## src/zc_consts.svh

```systemverilog
// Zcmp sequencer constants

`ifndef ZC_CONSTS_SVH
`define ZC_CONSTS_SVH

// Data widths
`define ZC_INSTR_W 16
`define ZC_XLEN    32
`define ZC_IMM_W   12

// Architectural register numbers
`define ZC_REG_ZERO 5'd0
`define ZC_REG_RA   5'd1
`define ZC_REG_SP   5'd2
`define ZC_REG_A0   5'd10
`define ZC_REG_A1   5'd11

// Field positions inside the compressed word
`define ZC_RLIST_HI 7
`define ZC_RLIST_LO 4
`define ZC_SPIMM_HI 3
`define ZC_SPIMM_LO 2
`define ZC_R1S_HI   9
`define ZC_R1S_LO   7
`define ZC_R2S_HI   4
`define ZC_R2S_LO   2

`endif
```

## src/seq_ctrl_pkg.sv

```systemverilog
// Sequencer control types

`default_nettype none

package seq_ctrl_pkg;

  // Sequencer FSM states
  typedef enum logic [2:0] {
    S_IDLE, S_SREG, S_RA, S_SP, S_A0, S_RET, S_DMOVE
  } seq_state_e;

  // Operation emitted in the current cycle
  typedef enum logic [2:0] {
    OP_SREG_MEM,
    OP_RA_MEM,
    OP_SP_ADJ,
    OP_CLR_A0,
    OP_RET,
    OP_MOVE_FIRST,
    OP_MOVE_SECOND
  } seq_op_e;

endpackage

`default_nettype wire

```

## src/zc_isa_pkg.sv

```systemverilog
// RISC-V ISA types for Zcmp

`default_nettype none

package zc_isa_pkg;

  ////////////////////////////////////////
  // Sequenced instruction kinds
  ////////////////////////////////////////

  // INVALID_INST covers anything not handled here
  typedef enum logic [2:0] {
    INVALID_INST = 3'd0,
    PUSH         = 3'd1,
    POP          = 3'd2,
    POPRET       = 3'd3,
    POPRETZ      = 3'd4,
    MVSA01       = 3'd5,
    MVA01S       = 3'd6
  } seq_instr_e;

  ////////////////////////////////////////
  // RV32 major opcodes
  ////////////////////////////////////////

  // Only the formats the expansion emits
  typedef enum logic [6:0] {
    // lw
    OPCODE_LOAD  = 7'h03,
    // addi
    OPCODE_OPIMM = 7'h13,
    // sw
    OPCODE_STORE = 7'h23,
    // jalr
    OPCODE_JALR  = 7'h67
  } rv_opcode_e;

endpackage

`default_nettype wire

```

## src/seq_decode_if.sv

```systemverilog
// Decoded Zcmp fields

`default_nettype none

interface seq_decode_if;
  import zc_isa_pkg::*;

  seq_instr_e seq_instr;
  // Push stores, pop variants load
  logic       is_load;
  logic       is_store;
  // Direction of the double move
  logic       move_a2s;
  logic [3:0] rlist;
  logic [1:0] spimm;
  // Number of s registers in the list
  logic [3:0] regs_saved;
  logic [2:0] r1s;
  logic [2:0] r2s;

  modport producer (output seq_instr, is_load, is_store, move_a2s,
                    rlist, spimm, regs_saved, r1s, r2s);
  modport consumer (input seq_instr, is_load, is_store, move_a2s,
                    rlist, spimm, regs_saved, r1s, r2s);

endinterface

`default_nettype wire

```

## src/zcmp_sequencer_top.sv

```systemverilog
// Zcmp sequencer top level

`default_nettype none

`include "zc_consts.svh"

module zcmp_sequencer_top (
  input  wire                    clk,
  input  wire                    rst_n,
  input  wire [`ZC_INSTR_W-1:0]  instr_i,
  input  wire                    instr_err_i,
  input  wire                    valid_i,
  input  wire                    ready_i,
  input  wire                    halt_i,
  input  wire                    kill_i,
  output logic [`ZC_XLEN-1:0]    instr_o,
  output logic                   valid_o,
  output logic                   ready_o,
  output logic                   seq_first_o,
  output logic                   seq_last_o
);
  import seq_ctrl_pkg::*;

  seq_op_e              op;
  logic [3:0]           step_cnt;
  logic [`ZC_IMM_W-1:0] mem_offset;
  logic [`ZC_IMM_W-1:0] total_adj;

  // Decoded fields shared by all blocks
  seq_decode_if dec_if ();

  zcmp_decoder i_decoder (
    .instr_i (instr_i),
    .dec     (dec_if.producer)
  );

  stack_offset_calc i_offset (
    .dec          (dec_if.consumer),
    .step_cnt_i   (step_cnt),
    .op_i         (op),
    .mem_offset_o (mem_offset),
    .total_adj_o  (total_adj)
  );

  rv32_instr_encoder i_encoder (
    .dec          (dec_if.consumer),
    .op_i         (op),
    .step_cnt_i   (step_cnt),
    .mem_offset_i (mem_offset),
    .total_adj_i  (total_adj),
    .instr_o      (instr_o)
  );

  seq_control i_control (
    .clk         (clk),
    .rst_n       (rst_n),
    .dec         (dec_if.consumer),
    .valid_i     (valid_i),
    .ready_i     (ready_i),
    .halt_i      (halt_i),
    .kill_i      (kill_i),
    .instr_err_i (instr_err_i),
    .valid_o     (valid_o),
    .ready_o     (ready_o),
    .seq_first_o (seq_first_o),
    .seq_last_o  (seq_last_o),
    .step_cnt_o  (step_cnt),
    .op_o        (op)
  );

endmodule

`default_nettype wire

```

## src/seq_control.sv

```systemverilog
// Sequencer FSM and step counter

`default_nettype none

module seq_control (
  input  wire                   clk,
  input  wire                   rst_n,
  seq_decode_if.consumer        dec,
  input  wire                   valid_i,
  input  wire                   ready_i,
  input  wire                   halt_i,
  input  wire                   kill_i,
  input  wire                   instr_err_i,
  output logic                  valid_o,
  output logic                  ready_o,
  output logic                  seq_first_o,
  output logic                  seq_last_o,
  output logic [3:0]            step_cnt_o,
  output seq_ctrl_pkg::seq_op_e op_o
);
  import zc_isa_pkg::*;
  import seq_ctrl_pkg::*;

  seq_state_e state_q;
  seq_state_e state_n;
  logic [3:0] cnt_q;
  logic       mem_seq;
  logic       flush;

  assign mem_seq = dec.is_load || dec.is_store;

  // Output word valid only for a good, non-halted, non-killed instruction
  assign valid_o = valid_i && (dec.seq_instr != INVALID_INST) && !instr_err_i &&
                   !halt_i && !kill_i;
  // Kill wins over halt; halt alone keeps the place in the sequence
  assign flush   = (!valid_o && !halt_i) || kill_i;

  assign seq_first_o = (state_q == S_IDLE);
  assign step_cnt_o  = cnt_q;

  ////////////////////////////////////////
  // State and step counter
  ////////////////////////////////////////

  always_ff @(posedge clk or negedge rst_n) begin
    if (!rst_n) begin
      state_q <= S_IDLE;
      cnt_q   <= 4'd0;
    end else if (flush) begin
      state_q <= S_IDLE;
      cnt_q   <= 4'd0;
    end else if (valid_o && ready_i) begin
      // One word accepted
      state_q <= state_n;
      cnt_q   <= seq_last_o ? 4'd0 : cnt_q + 4'd1;
    end
  end

  ////////////////////////////////////////
  // Next state and operation
  ////////////////////////////////////////

  always_comb begin
    state_n    = state_q;
    op_o       = OP_SREG_MEM;
    seq_last_o = 1'b0;
    case (state_q)
      S_IDLE: begin
        if (mem_seq) begin
          if (dec.regs_saved == 4'd0) begin
            // ra only
            op_o    = OP_RA_MEM;
            state_n = S_SP;
          end else begin
            op_o    = OP_SREG_MEM;
            state_n = (dec.regs_saved == 4'd1) ? S_RA : S_SREG;
          end
        end else begin
          op_o    = OP_MOVE_FIRST;
          state_n = S_DMOVE;
        end
      end
      S_SREG: begin
        op_o = OP_SREG_MEM;
        // Leave after the last s register
        if (cnt_q == dec.regs_saved - 4'd1) begin
          state_n = S_RA;
        end
      end
      S_RA: begin
        op_o    = OP_RA_MEM;
        state_n = S_SP;
      end
      S_SP: begin
        op_o = OP_SP_ADJ;
        if (dec.seq_instr == POPRETZ) begin
          state_n = S_A0;
        end else if (dec.seq_instr == POPRET) begin
          state_n = S_RET;
        end else begin
          // Plain push or pop ends here
          state_n    = S_IDLE;
          seq_last_o = 1'b1;
        end
      end
      S_A0: begin
        op_o    = OP_CLR_A0;
        state_n = S_RET;
      end
      S_RET: begin
        op_o       = OP_RET;
        state_n    = S_IDLE;
        seq_last_o = 1'b1;
      end
      S_DMOVE: begin
        op_o       = OP_MOVE_SECOND;
        state_n    = S_IDLE;
        seq_last_o = 1'b1;
      end
      default: state_n = S_IDLE;
    endcase
  end

  // Ready for a new input on the last accepted word, or when idle or flushed
  assign ready_o = flush || (seq_last_o && ready_i && !halt_i);

endmodule

`default_nettype wire

```

## src/rv32_instr_encoder.sv

```systemverilog
// RV32I word encoder

`default_nettype none

`include "zc_consts.svh"

module rv32_instr_encoder (
  seq_decode_if.consumer              dec,
  input  wire seq_ctrl_pkg::seq_op_e  op_i,
  input  wire [3:0]                   step_cnt_i,
  input  wire [`ZC_IMM_W-1:0]         mem_offset_i,
  input  wire [`ZC_IMM_W-1:0]         total_adj_i,
  output logic [`ZC_XLEN-1:0]         instr_o
);
  import zc_isa_pkg::*;
  import seq_ctrl_pkg::*;

  logic [3:0]           sreg_idx;
  logic [4:0]           data_reg;
  logic [4:0]           mv_sreg;
  logic [4:0]           mv_areg;
  logic [`ZC_IMM_W-1:0] sp_imm;

  // s0 and s1 are x8 and x9, s2 onward start at x18
  function automatic logic [4:0] sn_to_reg(input logic [3:0] sn);
    if (sn < 4'd2) begin
      return {1'b0, sn} + 5'd8;
    end
    return {1'b0, sn} + 5'd16;
  endfunction

  // Highest s register goes first
  assign sreg_idx = dec.regs_saved - step_cnt_i - 4'd1;
  assign data_reg = (op_i == OP_RA_MEM) ? `ZC_REG_RA : sn_to_reg(sreg_idx);
  // Push lowers sp, pop raises it
  assign sp_imm   = dec.is_store ? -total_adj_i : total_adj_i;

  // First move uses r1s with a0, second r2s with a1
  assign mv_sreg = sn_to_reg((op_i == OP_MOVE_FIRST) ? {1'b0, dec.r1s} : {1'b0, dec.r2s});
  assign mv_areg = (op_i == OP_MOVE_FIRST) ? `ZC_REG_A0 : `ZC_REG_A1;

  always_comb begin
    instr_o = '0;
    case (op_i)
      OP_SREG_MEM, OP_RA_MEM: begin
        if (dec.is_store) begin
          // S-type, immediate split around rs2 and rs1
          instr_o = {mem_offset_i[11:5], data_reg, `ZC_REG_SP, 3'b010,
                     mem_offset_i[4:0], OPCODE_STORE};
        end else begin
          instr_o = {mem_offset_i, `ZC_REG_SP, 3'b010, data_reg, OPCODE_LOAD};
        end
      end
      OP_SP_ADJ: instr_o = {sp_imm, `ZC_REG_SP, 3'b000, `ZC_REG_SP, OPCODE_OPIMM};
      // addi a0, zero, 0
      OP_CLR_A0: instr_o = {12'h000, `ZC_REG_ZERO, 3'b000, `ZC_REG_A0, OPCODE_OPIMM};
      // jalr zero, 0(ra)
      OP_RET:    instr_o = {12'h000, `ZC_REG_RA, 3'b000, `ZC_REG_ZERO, OPCODE_JALR};
      OP_MOVE_FIRST, OP_MOVE_SECOND: begin
        if (dec.move_a2s) begin
          instr_o = {12'h000, mv_areg, 3'b000, mv_sreg, OPCODE_OPIMM};
        end else begin
          instr_o = {12'h000, mv_sreg, 3'b000, mv_areg, OPCODE_OPIMM};
        end
      end
      default:   instr_o = '0;
    endcase
  end

endmodule

`default_nettype wire

```

## src/stack_offset_calc.sv

```systemverilog
// Stack adjustment and slot offsets

`default_nettype none

`include "zc_consts.svh"

module stack_offset_calc (
  seq_decode_if.consumer                dec,
  input  wire [3:0]                     step_cnt_i,
  input  wire seq_ctrl_pkg::seq_op_e    op_i,
  output logic [`ZC_IMM_W-1:0]          mem_offset_o,
  output logic [`ZC_IMM_W-1:0]          total_adj_o
);
  import zc_isa_pkg::*;
  import seq_ctrl_pkg::*;

  logic [`ZC_IMM_W-1:0] raw_adj;
  logic [`ZC_IMM_W-1:0] raw_round;
  logic [`ZC_IMM_W-1:0] base_adj;
  logic [`ZC_IMM_W-1:0] slot_idx;
  logic [`ZC_IMM_W-1:0] slot_bytes;

  // s registers plus ra, four bytes each
  assign raw_adj   = ({{(`ZC_IMM_W-4){1'b0}}, dec.regs_saved} + 1'b1) << 2;
  // Round up to a 16-byte boundary
  assign raw_round = raw_adj + 4'd15;
  assign base_adj  = {raw_round[`ZC_IMM_W-1:4], 4'b0000};

  // Extra 16-byte blocks from spimm
  assign total_adj_o = base_adj + {{(`ZC_IMM_W-6){1'b0}}, dec.spimm, 4'b0000};

  // ra sits in the slot just below the last s register
  assign slot_idx   = (op_i == OP_RA_MEM) ? {{(`ZC_IMM_W-4){1'b0}}, dec.regs_saved}
                                          : {{(`ZC_IMM_W-4){1'b0}}, step_cnt_i};
  assign slot_bytes = (slot_idx + 1'b1) << 2;

  always_comb begin
    case (dec.seq_instr)
      // Stores go below the old sp, before it moves
      PUSH:                 mem_offset_o = -slot_bytes;
      // Loads come before sp is restored, so rewind by the total first
      POP, POPRET, POPRETZ: mem_offset_o = total_adj_o - slot_bytes;
      default:              mem_offset_o = '0;
    endcase
  end

endmodule

`default_nettype wire

```

## src/zcmp_decoder.sv

```systemverilog
// Zcmp instruction decoder

`default_nettype none

`include "zc_consts.svh"

module zcmp_decoder (
  input  wire [`ZC_INSTR_W-1:0] instr_i,
  seq_decode_if.producer        dec
);
  import zc_isa_pkg::*;

  logic [3:0] rlist;
  logic       rlist_ok;

  // Raw fields, shared by every Zcmp encoding
  assign rlist     = instr_i[`ZC_RLIST_HI:`ZC_RLIST_LO];
  assign dec.rlist = rlist;
  assign dec.spimm = instr_i[`ZC_SPIMM_HI:`ZC_SPIMM_LO];
  assign dec.r1s   = instr_i[`ZC_R1S_HI:`ZC_R1S_LO];
  assign dec.r2s   = instr_i[`ZC_R2S_HI:`ZC_R2S_LO];

  // rlist 0..3 are reserved encodings
  assign rlist_ok = (rlist > 4'd3);

  // 15 means ra plus s0..s11, so s10 is never saved alone
  assign dec.regs_saved = (rlist == 4'd15) ? 4'd12 :
                          (rlist_ok ? rlist - 4'd4 : 4'd0);

  ////////////////////////////////////////
  // Instruction kind
  ////////////////////////////////////////

  always_comb begin
    dec.seq_instr = INVALID_INST;
    dec.is_load   = 1'b0;
    dec.is_store  = 1'b0;
    dec.move_a2s  = 1'b0;
    // Quadrant 2, funct3 101
    if (instr_i[1:0] == 2'b10 && instr_i[15:13] == 3'b101) begin
      case (instr_i[12:10])
        3'b011: begin
          // Double move, both s registers must differ
          if (dec.r1s != dec.r2s) begin
            if (instr_i[6:5] == 2'b01) begin
              dec.seq_instr = MVSA01;
              dec.move_a2s  = 1'b1;
            end else if (instr_i[6:5] == 2'b11) begin
              dec.seq_instr = MVA01S;
            end
          end
        end
        3'b110: begin
          if (rlist_ok && instr_i[9:8] == 2'b00) begin
            dec.seq_instr = PUSH;
            dec.is_store  = 1'b1;
          end else if (rlist_ok && instr_i[9:8] == 2'b10) begin
            dec.seq_instr = POP;
            dec.is_load   = 1'b1;
          end
        end
        3'b111: begin
          // Pop followed by return, with or without a0 clear
          if (rlist_ok && instr_i[9:8] == 2'b00) begin
            dec.seq_instr = POPRETZ;
            dec.is_load   = 1'b1;
          end else if (rlist_ok && instr_i[9:8] == 2'b10) begin
            dec.seq_instr = POPRET;
            dec.is_load   = 1'b1;
          end
        end
        default: begin
          dec.seq_instr = INVALID_INST;
        end
      endcase
    end
  end

endmodule

`default_nettype wire

```

## config.mk

```make
export PLATFORM = sky130hd
export DESIGN_NAME = zcmp_sequencer_top
export DESIGN_NICKNAME = d
export VERILOG_FILES = /design/src/seq_ctrl_pkg.sv /design/src/zc_isa_pkg.sv /design/src/seq_decode_if.sv /design/src/zcmp_sequencer_top.sv /design/src/seq_control.sv /design/src/rv32_instr_encoder.sv /design/src/stack_offset_calc.sv /design/src/zcmp_decoder.sv
export VERILOG_INCLUDE_DIRS = /design/src
export SDC_FILE = /design/constraint.sdc
export NUM_CORES = 1
export LEC_CHECK = 0
export ABC_AREA = 1
export BUFFER_PORTS_ARGS = -buffer_cell sky130_fd_sc_hd__buf_2
export CORE_ASPECT_RATIO = 1.1
export CORE_UTILIZATION = 50
export DETAILED_ROUTE_END_ITERATION = 10
export PLACE_DENSITY = 0.77
export SYNTH_ARGS = -nofsm -noshare
export SYNTH_HDL_FRONTEND = slang
export SYNTH_SLANG_ARGS = --single-unit
```

## constraint.sdc

```tcl
create_clock -name clk -period 14.65 [get_ports clk]
set_input_delay 2.93 -clock clk [delete_from_list [all_inputs] [get_ports clk]]
set_output_delay 2.93 -clock clk [all_outputs]
set_load 0.03 [all_outputs]
```

Word level (Yosys, flattened, before mapping). Cells that the tools add are included.

Bits in writable memories: 0. Bits in read-only memories: 0. Bits in latches: 0. Memories kept: 0. Register bits after elaboration: 7.

Reduce and logical (&&, ||, !) cells: 29. Eq/ne operators: 29. $add $sub $neg: 16. Bitwise logic cells: 0. $lt $le $gt $ge: 3. $mul: 0. Shift operators: 0. Divide/modulo/power cells: 0. Muxes and demuxes: 56.

Operator list (count): $pmux W32 S5 (1); $mux W3 (15); $eq A3 B3 Y1 const B (10); $mux W25 (1); $mux W5 (5); $mux W4 (6); $neg A12 Y12 (2); $pmux W12 S2 (1); $eq A3 B2 Y1 const B (7); $mux W20 (1); $pmux W3 S6 (1); $mux W1 (17); $pmux W3 S5 (1); $add A12 B4 Y12 const B (1); $add A12 B6 Y12 (1); $mux W12 (1); $sub A12 B12 Y12 (1); $logic_and A1 B1 Y1 (11); $add A10 B1 Y10 const B (1); $add A4 B4 Y5 const B (2); $add A4 B5 Y5 const B (2); $eq A3 B1 Y1 const B (3); $pmux W3 S3 (1); $lt A4 B2 Y1 const B (2); 25 further kinds (39).

Longest topological paths before layout. Gate-level depths: netlist (run 1).

Word-level depth: 16. Mapped depth: 27. Gate-level depth less buffers: 27.

Modules after synthesis. Synthesis (run 1) repeated with hierarchy kept, for this count alone.

Cells, all modules: 534. Area total of the unflattened synthesis: 2924.1 um^2.

By module, submodules not included: rv32_instr_encoder (area an instance 969.7 um^2, instances 1, cells each 193); seq_control (area an instance 792.0 um^2, instances 1, cells each 139); stack_offset_calc (area an instance 760.7 um^2, instances 1, cells each 131); zcmp_decoder (area an instance 401.6 um^2, instances 1, cells each 71).

Worst setup path after synthesis (run 1). No wires, ideal clock.

Kind: in2out. Start: in instr_i[7]. End: out instr_o[27]. Slack: 5.638 ns. Required time: 11.720 ns. Stages: 24. Arrival: 6.082 ns. Cells stage by stage: nand2_1 -> nor2_1 -> nor3_1 -> inv_1 -> ha_1 -> nand2_1 -> nand3_1 -> nand2_1 -> nand2_2 -> nand2_4 -> nand2_2 -> nand2_2 -> ha_1 -> nand3_1 -> ha_1 -> nand2_1 -> nor2_1 -> a211oi_1 -> nand2_1 -> nand2_1 -> nand3_1 -> nand3_1 -> nand2_1 -> nand2_1.

Cells in the longest elaborated chain, start to end: 15. Elaborated cells between the ends (all ways): 53. Classes of those cells: 8 x add/sub; 1 x order compare; 12 x eq/ne; 24 x mux; 8 x reduce/logical.

Ends and longest elaborated chain: start: declaration (RTL line zcmp_sequencer_top.sv:10) `` input wire [`ZC_INSTR_W-1:0] instr_i, ``; parallel branches: the longest is 14 deep, another holds $add A12 B4 Y12; $pmux W32 S5 * (RTL line rv32_instr_encoder.sv:44) `case (op_i)`; end: declaration (RTL line zcmp_sequencer_top.sv:16) `` output logic [`ZC_XLEN-1:0] instr_o, ``.

Mark *: on every way between the ends.

Worst setup path after layout (run 1). Ends and elaborated chain as after synthesis.

==> results of run 1 <==
## sequential cells by signal, indices dropped and copies added (netlist names)
signal / cells
i_control.step_cnt_o: 4
i_control.state_q: 3
## cell usage after synthesis (2+ instances only)
| cell type | instances |
|---|---|
| nand2_1 | 93 |
| inv_1 | 65 |
| nand3_1 | 43 |
| nor2_1 | 37 |
| o21ai_0 | 23 |
| ha_1 | 19 |
| a21oi_1 | 16 |
| dfrtp_1 | 7 |
| nand2_2 | 7 |
| xnor2_1 | 7 |
| buf_4 | 6 |
| nand4_1 | 6 |
| o2111ai_1 | 5 |
| o22ai_1 | 5 |
| xor2_1 | 5 |
| nand3_2 | 4 |
| nor3_1 | 4 |
| inv_2 | 3 |
| nand3b_1 | 3 |
| nor3_2 | 3 |
| o221ai_1 | 3 |
| or2_2 | 3 |
| a31oi_1 | 2 |
| conb_1 | 2 |
| fa_1 | 2 |
| o21bai_1 | 2 |
## worst min-delay path: stages (launching register included)
cell	delay, ns
dfrtp_1	0.38
inv_1	0.10
o22ai_1	0.12
## logic make-up after synthesis
logic type                 count (synthesis)  share of synthesized area
DFF                                        7                    0.08018
AOI/OAI and AO/OA                         61                     0.1684
xor gates and xnor gates                  12                    0.04811
adders and majority gates                 21                     0.1271
other                                      2                   0.003438
and+or+nand+nor                          207                     0.4330
buffers and inverters                     75                     0.1397
## power breakdown
group	switching, mW	internal, mW
Combinational	0.0302	0.0168
Clock	0.00882	0.0189
Sequential	0.00000311	0.0194
## through the flow
stage	instance area (um2)	util	hold slack, ns	power [mW]	worst slack [ns]
global placement	2476	0.6063	0.6379	0.06486	4.941
floorplan	2196	-	0.5825	0.05428	5.638
detailed placement	2476	0.6063	0.6376	0.06567	4.856
CTS	2521	0.6173	0.6460	0.09336	4.842
finish	2521	0.6173	0.6515	0.09418	4.794
global route	2521	0.6173	0.7108	0.1006	4.466
## layer usage
metal / global-route usage / vias up
met4: 0.04589 / 0
li1: - / 1361
met1: 0.3466 / 1197
met5: 0 / -
met2: 0.5208 / 94
met3: 0.04299 / 6
## final timing paths
check,start,endpoint,slack (ns),cells past startpoint
worst max-delay path,instr_i[7],instr_o[27],4.79,26
worst min-delay path,i_control.step_cnt_o[3],i_control.step_cnt_o[3],0.65,2
worst max register to register,i_control.step_cnt_o[0],i_control.state_q[1],12.65,12
worst min register to register,i_control.step_cnt_o[3],i_control.step_cnt_o[3],0.65,2
max in group asynchronous,rst_n,i_control.state_q[1],11.96,1
min in group asynchronous,rst_n,i_control.step_cnt_o[1],2.52,1
## area by class of cell
class | instances | area [um2]
tap | 52 | 65.06
sequential | 7 | 175.2
clock buffer | 4 | 45.04
fill | 434 | 1563
timing repair buffer | 53 | 265.3
inverter | 68 | 255.2
multi-input combinational | 306 | 1715
==> flow_summary.toml, run 1 <==
[status]
outcome = "finished, final reports clean"

[clock_network]
clk_latency_ns = 0.23
post-cts-setup-buffer-count = 0
cts_resized = 0
clock-root-buffer = "clkbuf_8"
cts-buffers-inserted = 3
cts_tree = "done"
hold_buffers = 0
cts_htree_levels = 1
cts_num_sinks = 7
cts.path.max_buffers = 2
clkTransAtPathRegs_ns = 0.04

[timing]
fin_skew_ns = 0.006096
relSlewSlack = 0.5424
fin_crit_sh = 0.6728
final_max_slew_viol_count = 0
period_minus_slack_ns = 9.856
max_freq_mhz = 101.5
worstMarginPinSlew_ns = 0.6793
hold_viol = 0
setup_viol = 0
rsz0062_at_grt = "no"
tns_ns = 0

[global_routing]
grt_max_degree = 11
grt_pass1_vias = 2507
grt_pass1_wl_um = 10570
grt-ovfl-total = 0
grt_use_total = 0.2820
antenna_found_initial = 0

[drt]
first_pass_iters = 4
dr_total_vias = 2658
vias_per_cell = 5.424
top_layer = "met4"
drt_iter0_drc = 151
avgRoutedWirePerCell_um = 13.02
wl_met2_um = 3086
wl_met3_um = 399
m1WireLength_um = 2843
ant_nets = 0
wl_um = 6379
drc = 0

[flow_run]
cap_violations = 0

[min_path]
hold_class = "flip-flop to flip-flop"

[setup_path]
path_max_fanout = 8
slowest_delay_ns = 0.47
crit_family = "simple AND/OR/NAND/NOR gates"
critPathKind = "input pin to output pin"
path_buf_inv = 3
cp.arrival_ns = 6.93
required_ns = 11.72
critPathMostFrequentCell = "nand2_1"
endpoint_kind = "output pin"
crit_slowest_cell = "nor3_1"
startpoint_type = "input pin"

[die]
io_pins = 59
die_w_um = 65.03
dieArea_um2 = 4638
die-height_um = 71.33
start_util = 0.5349
rows = 24
core_um2 = 4084

[synthesis]
synth.area.top_cells = "nand2_1 (16%), inv_1 (11%), ha_1 (11%), nand3_1 (9.9%), dfrtp_1 (8.0%)"
yosys_most_used_dff = "dfrtp_1"
ys_ff_latch = 7
yosysTopAreaCell = "nand2_1"
yosysSeqAreaShare = 0.08018
synth_area_um2 = 2185
async_flop_share = 1.000
synth_warnings = 0
avgSynthCellArea_um2 = 5.674
postSynthCellCount = 385
synth_edf_count = 0
ys_types = 36
yosysTopAreaCellShare = 0.1598

[layout]
syn2layout_area_growth_pct = 15.41
drive_above_1_share = 0.1804
diodes = 0
final_cell_mix = "nand2_1 (93), inv_1 (65), buf_2 (53), nand3_1 (43), nor2_1 (37)"
final_common_cell = "nand2_1"
stdcell_count = 490
finalNetCount = 483

[placement]
hpwl_um = 5352
io_buffers = 53
place_congestion = 0.9607
dp.cells = 486

[power_and_ir_drop]
power_density_nw_per_um2 = 37.35
ir_drop_mv = 0.05421
p_leak_nw = 1.405
Note: power is estimated with default switching activity, not from simulation.
==> inputs of run 2 (changes only) <==
--- a/config.mk
+++ b/config.mk
@@ -9,9 +9,9 @@
 export ABC_AREA = 1
 export BUFFER_PORTS_ARGS = -buffer_cell sky130_fd_sc_hd__buf_2
 export CORE_ASPECT_RATIO = 1.1
-export CORE_UTILIZATION = 50
+export CORE_UTILIZATION = 49
 export DETAILED_ROUTE_END_ITERATION = 10
-export PLACE_DENSITY = 0.77
+export PLACE_DENSITY = 0.78
 export SYNTH_ARGS = -nofsm -noshare
 export SYNTH_HDL_FRONTEND = slang
 export SYNTH_SLANG_ARGS = --single-unit
==> constraint.sdc (replaced) <==
create_clock -name clk -period 8.8 [get_ports clk]
set_input_delay 1.76 -clock clk [delete_from_list [all_inputs] [get_ports clk]]
set_output_delay 1.76 -clock clk [all_outputs]
set_load 0.03 [all_outputs]
==> run 2 against run 1 <==
Non-clock buffer count did not move. Critical path depth unchanged. First-iteration DRC count up 17%. Final cell count up 0.41%. Global-route usage shrank 0.68 points. Hold slack gained 0.024 ns. Largest power group unchanged.
==> flow_summary.toml, run 2 (synthesis gave the netlist of run 1 again) <==
[die]
start_util = 0.5098
core_um2 = 4285
rows = 25
dieArea_um2 = 4730
die-height_um = 72.03
io_pins = 59
die_w_um = 65.67

[power_and_ir_drop]
clockPowerShare = 0.282
cellInternalPower_mw = 0.09183
power_mw = 0.1550
power_frac_comb = 0.509
power_density_nw_per_um2 = 61.41
power_frac_seq = 0.209
p_switching_mw = 0.06313
switching_share = 0.4074
ir_drop_mv = 0.07760
p_leak_nw = 1.405

[layout]
drive_above_1_share = 0.1804
final_cell_mix = "nand2_1 (93), inv_1 (65), buf_2 (53), nand3_1 (43), nor2_1 (37)"
diodes = 0
largest_reg_flops = 4
n_fill_cell = 443
finalNetCount = 483
final_common_cell = "nand2_1"
syn2layout_area_growth_pct = 15.52

[clock_network]
cts_htree_levels = 1
hold_buffers = 0
post-cts-setup-buffer-count = 0
cts_resized = 0
cts-buffers-inserted = 3
clock-root-buffer = "clkbuf_8"
cts.path.max_buffers = 2
cts_tree = "done"
cts_num_sinks = 7
clk_latency_ns = 0.22
clkTransAtPathRegs_ns = 0.04

[setup_path]
path_max_fanout = 8
critPathKind = "input pin to output pin"
required_ns = 7.04
cp.arrival_ns = 5.77
reg2reg_depth = 12
startpoint_type = "input pin"
endpoint_kind = "output pin"

[timing]
period_minus_slack_ns = 7.533
fin_crit_sh = 0.8561
tns_ns = 0
setup_viol = 0
worstMarginPinSlew_ns = 0.6038
hold_viol = 0
rsz0062_at_grt = "no"
fin_skew_ns = 0.0008118
max_freq_mhz = 132.7
final_max_slew_viol_count = 0
relSlewSlack = 0.5932

[global_routing]
grt_max_degree = 11
antenna_found_initial = 0
grt_pass1_vias = 2417
grt_pass1_wl_um = 10430
grt-ovfl-total = 0
grt_use_total = 0.2752

[drt]
vias_per_cell = 5.465
ant_nets = 0
wl_um = 6508
drt_iter0_drc = 177
avgRoutedWirePerCell_um = 13.23
first_pass_iters = 5
dr_total_vias = 2689
drc = 0

[flow_run]
cap_violations = 0

[min_path]
holdPathStages = 2
hold_class = "flip-flop to flip-flop"

[placement]
io_buffers = 53
hpwl_um = 5434
place_congestion = 0.9450

[status]
outcome = "finished, final reports clean"
==> run 2: power groups by stage <==
stage | clock network [mW] | registers, mW | logic (mW)
after floorplan | 0 | 0.0328 | 0.0576
after global placement | 0 | 0.0328 | 0.0759
after detailed placement | 0 | 0.0328 | 0.0775
after CTS | 0.0442 | 0.0324 | 0.0779
after global routing | 0.0460 | 0.0323 | 0.0883
final | 0.0437 | 0.0324 | 0.0789
==> run 2: per-stage QoR <==
step | instance area, um2 | setup slack [ns] | hold slack, ns | instances | utilization
5_1_grt | 2524 | 0.9125 | 0.7088 | 492 | 0.5889
3_5_place_dp | 2479 | 1.349 | 0.6607 | 488 | 0.5784
3_3_place_gp | 2479 | 1.528 | 0.6446 | 488 | 0.5784
4_1_cts | 2524 | 1.353 | 0.6711 | 492 | 0.5889
6_report | 2524 | 1.267 | 0.6757 | 492 | 0.5889
2_1_floorplan | 2196 | 2.128 | 0.5825 | 388 | -
==> run 2: cell type report <==
class	count	area (um2)	area share
Tap cell	54	67.56	0.02677
Clock buffer	4	45.04	0.01785
Timing Repair Buffer	53	265.3	0.1051
Inverter	68	255.2	0.1011
Multi-Input combinational cell	306	1715	0.6797
Sequential cell	7	175.2	0.06941
==> run 2: worst paths after layout <==
| check | start | to | slack (ns) |
|---|---|---|---|
| max | instr_i[7] | instr_o[27] | 1.27 |
| min | i_control.state_q[1] | i_control.state_q[1] | 0.68 |
| max reg2reg | i_control.step_cnt_o[0] | i_control.state_q[1] | 6.84 |
| min reg2reg | i_control.state_q[1] | i_control.state_q[1] | 0.68 |
| max in group asynchronous | rst_n | i_control.state_q[2] | 7.29 |
| min in group asynchronous | rst_n | i_control.step_cnt_o[3] | 1.36 |
==> run 2: metal layers <==
layer | GRT usage | routed length, um
met1 | 0.3471 | 2839
met2 | 0.5023 | 3213
met3 | 0.02987 | 402
met4 | 0.04589 | 53
met5 | 0 | 0
==> run 2: critical path, cell delays in order <==
cell,delay [ns]
buf_2,0.13
nand2_1,0.18
nor2_1,0.10
nor3_1,0.45
inv_1,0.21
ha_1,0.29
nand2_1,0.07
nand3_1,0.10
nand2_1,0.09
nand2_2,0.12
nand2_4,0.13
nand2_2,0.07
nand2_2,0.15
ha_1,0.25
nand3_1,0.16
ha_1,0.38
nand2_1,0.10
nor2_1,0.04
a211oi_1,0.36
nand2_1,0.10
nand2_1,0.08
nand3_1,0.06
nand3_1,0.09
nand2_1,0.05
nand2_1,0.05
buf_2,0.18
==> inputs of run 3 (changes only) <==
--- a/config.mk
+++ b/config.mk
@@ -9,6 +9,7 @@
 export ABC_AREA = 1
 export BUFFER_PORTS_ARGS = -buffer_cell sky130_fd_sc_hd__buf_2
 export CORE_ASPECT_RATIO = 1.1
+export CORE_MARGIN = 3
 export CORE_UTILIZATION = 49
 export DETAILED_ROUTE_END_ITERATION = 10
 export PLACE_DENSITY = 0.78
==> run 3 against run 2 <==
Via count is 0.41% lower. Maximum frequency is 0.23% higher. Sequential power hardly changed. Critical path depth stayed put. First-iteration DRC count is 9.6% lower. Clock power is 2% higher. Register-to-register slack worse by 0.02 ns. Cell area hardly changed. Combinational power is 2% lower. Sequential share of layout area hardly changed. Sequential cell count stayed put. Clock-buffer cell count is 1 lower.
==> flow_summary.toml, run 3 (synthesis gave the netlist of run 1 again) <==
[power_and_ir_drop]
cellInternalPower_mw = 0.09092
clockPowerShare = 0.289
power_frac_comb = 0.502
power_density_nw_per_um2 = 61.28
ir_drop_mv = 0.1117
p_leak_nw = 1.408
power_frac_seq = 0.209
p_switching_mw = 0.06366
switching_share = 0.4118

[layout]
final_common_cell = "nand2_1"
n_fill_cell = 413
final_cell_mix = "nand2_1 (93), inv_1 (65), buf_2 (53), nand3_1 (43), nor2_1 (37)"
syn2layout_area_growth_pct = 15.46
fin_area_um2 = 2522
diodes = 0
drive_above_1_share = 0.1826
finalNetCount = 483
utilization = 0.6131
largest_reg_flops = 4

[setup_path]
cp.arrival_ns = 5.76
r2r-end = "i_control.state_q[1]"
path_max_fanout = 8
reg2reg_slack_ns = 6.82
slowest_delay_ns = 0.47
critPathMostFrequentCell = "nand2_1"
reg2reg_depth = 12
r2r-start = "i_control.step_cnt_o[0]"
critPathKind = "input pin to output pin"
crit_path_end = "instr_o[27]"
endpoint_kind = "output pin"
startpoint_type = "input pin"
required_ns = 7.04
crit_start = "instr_i[7]"
crit_slowest_cell = "nor3_1"

[global_routing]
grt_pass1_vias = 2458
top_usage_layer = "met2"
grt_pass1_wl_um = 10650
grt_use_met2 = 0.4046
grt-ovfl-total = 0
antenna_found_initial = 0
grt_max_degree = 11
grt_use_total = 0.2343
met3_usage = 0.03298
use_met1 = 0.3144

[die]
die-height_um = 76.03
rows = 24
io_pins = 59
start_util = 0.5310
dieArea_um2 = 5297
die_w_um = 69.67
core_um2 = 4114

[clock_network]
clkTransAtPathRegs_ns = 0.04
cts_htree_levels = 1
cts_resized = 0
cts_num_sinks = 7
cts-buffers-inserted = 3
cts.path.max_buffers = 2
post-cts-setup-buffer-count = 0
clk_latency_ns = 0.22
cts_tree = "done"
clock-root-buffer = "clkbuf_8"
hold_buffers = 0

[placement]
io_buffers = 53
hpwl_um = 5441
place_congestion = 0.9456
dpl-instance-area_um2 = 2476

[drt]
first_pass_iters = 5
drt_iter0_drc = 160
drc = 0
avgRoutedWirePerCell_um = 12.94
ant_nets = 0
vias_per_cell = 5.465
dr_total_vias = 2678
wl_um = 6343

[timing]
rsz0062_at_grt = "no"
period_minus_slack_ns = 7.516
relSlewSlack = 0.6087
setup_viol = 0
final_max_slew_viol_count = 0
fin_skew_ns = 0.0005213
worstMarginPinSlew_ns = 0.5825
hold_viol = 0
tns_ns = 0
fin_crit_sh = 0.8541
max_freq_mhz = 133.1

[flow_run]
cap_violations = 0

[min_path]
hold_class = "flip-flop to flip-flop"

[status]
outcome = "finished, final reports clean"
## run 3: metrics by stage
stage	worst slack, ns	cells	total power [mW]	hold slack, ns
after floorplan	2.128	388	0.09037	0.5825
after global placement	1.444	486	0.1079	0.6463
after detailed placement	1.333	486	0.1096	0.6600
after CTS	1.330	490	0.1556	0.6647
after global routing	0.8351	490	0.1691	0.7263
final	1.284	490	0.1546	0.6645
## run 3: metal layers
metal  routed length (um)  share of wire
met1                 2817           0.44
met2                 3040           0.48
met3                  425          0.067
met4                   60         0.0095
met5                    0              0
## run 3: worst min-delay path by stage
stage | slack [ns] | cells after the start | to | from
after floorplan | 0.58 | 2 | i_control.step_cnt_o[3] | i_control.step_cnt_o[3]
after global placement | 0.65 | 2 | i_control.step_cnt_o[3] | i_control.step_cnt_o[3]
after detailed placement | 0.66 | 2 | i_control.step_cnt_o[3] | i_control.step_cnt_o[3]
after CTS | 0.66 | 2 | i_control.state_q[1] | i_control.state_q[1]
after global routing | 0.73 | 2 | i_control.state_q[2] | i_control.state_q[2]
final | 0.66 | 2 | i_control.state_q[1] | i_control.state_q[1]
## run 3: power by group through the flow
stage	sequential, mW	combinational, mW	clock, mW
finish	0.0323	0.0776	0.0447
CTS	0.0323	0.0772	0.0461
global placement	0.0328	0.0751	0
floorplan	0.0328	0.0576	0
global route	0.0323	0.0882	0.0486
detailed placement	0.0328	0.0768	0
## run 3: layout make-up
| cell class | instances | area, um2 | share of cell area |
|---|---|---|---|
| timing repair buffer | 53 | 265.3 | 0.1052 |
| clock inverter | 1 | 5.005 | 0.001984 |
| inverter | 68 | 255.2 | 0.1012 |
| multi-input combinational | 306 | 1715 | 0.6801 |
| tap | 52 | 65.06 | 0.02579 |
| clock buffer | 3 | 41.29 | 0.01637 |
| sequential | 7 | 175.2 | 0.06944 |
## run 3: worst max-delay path, delay by kind of cell
kind                     cells  cell delay, ns
AO/OA/AOI/OAI                1            0.30
AND/OR/NAND/NOR             19            2.23
buffers and inverters        3            0.56
adder cells (fa/ha/maj)      3            0.92
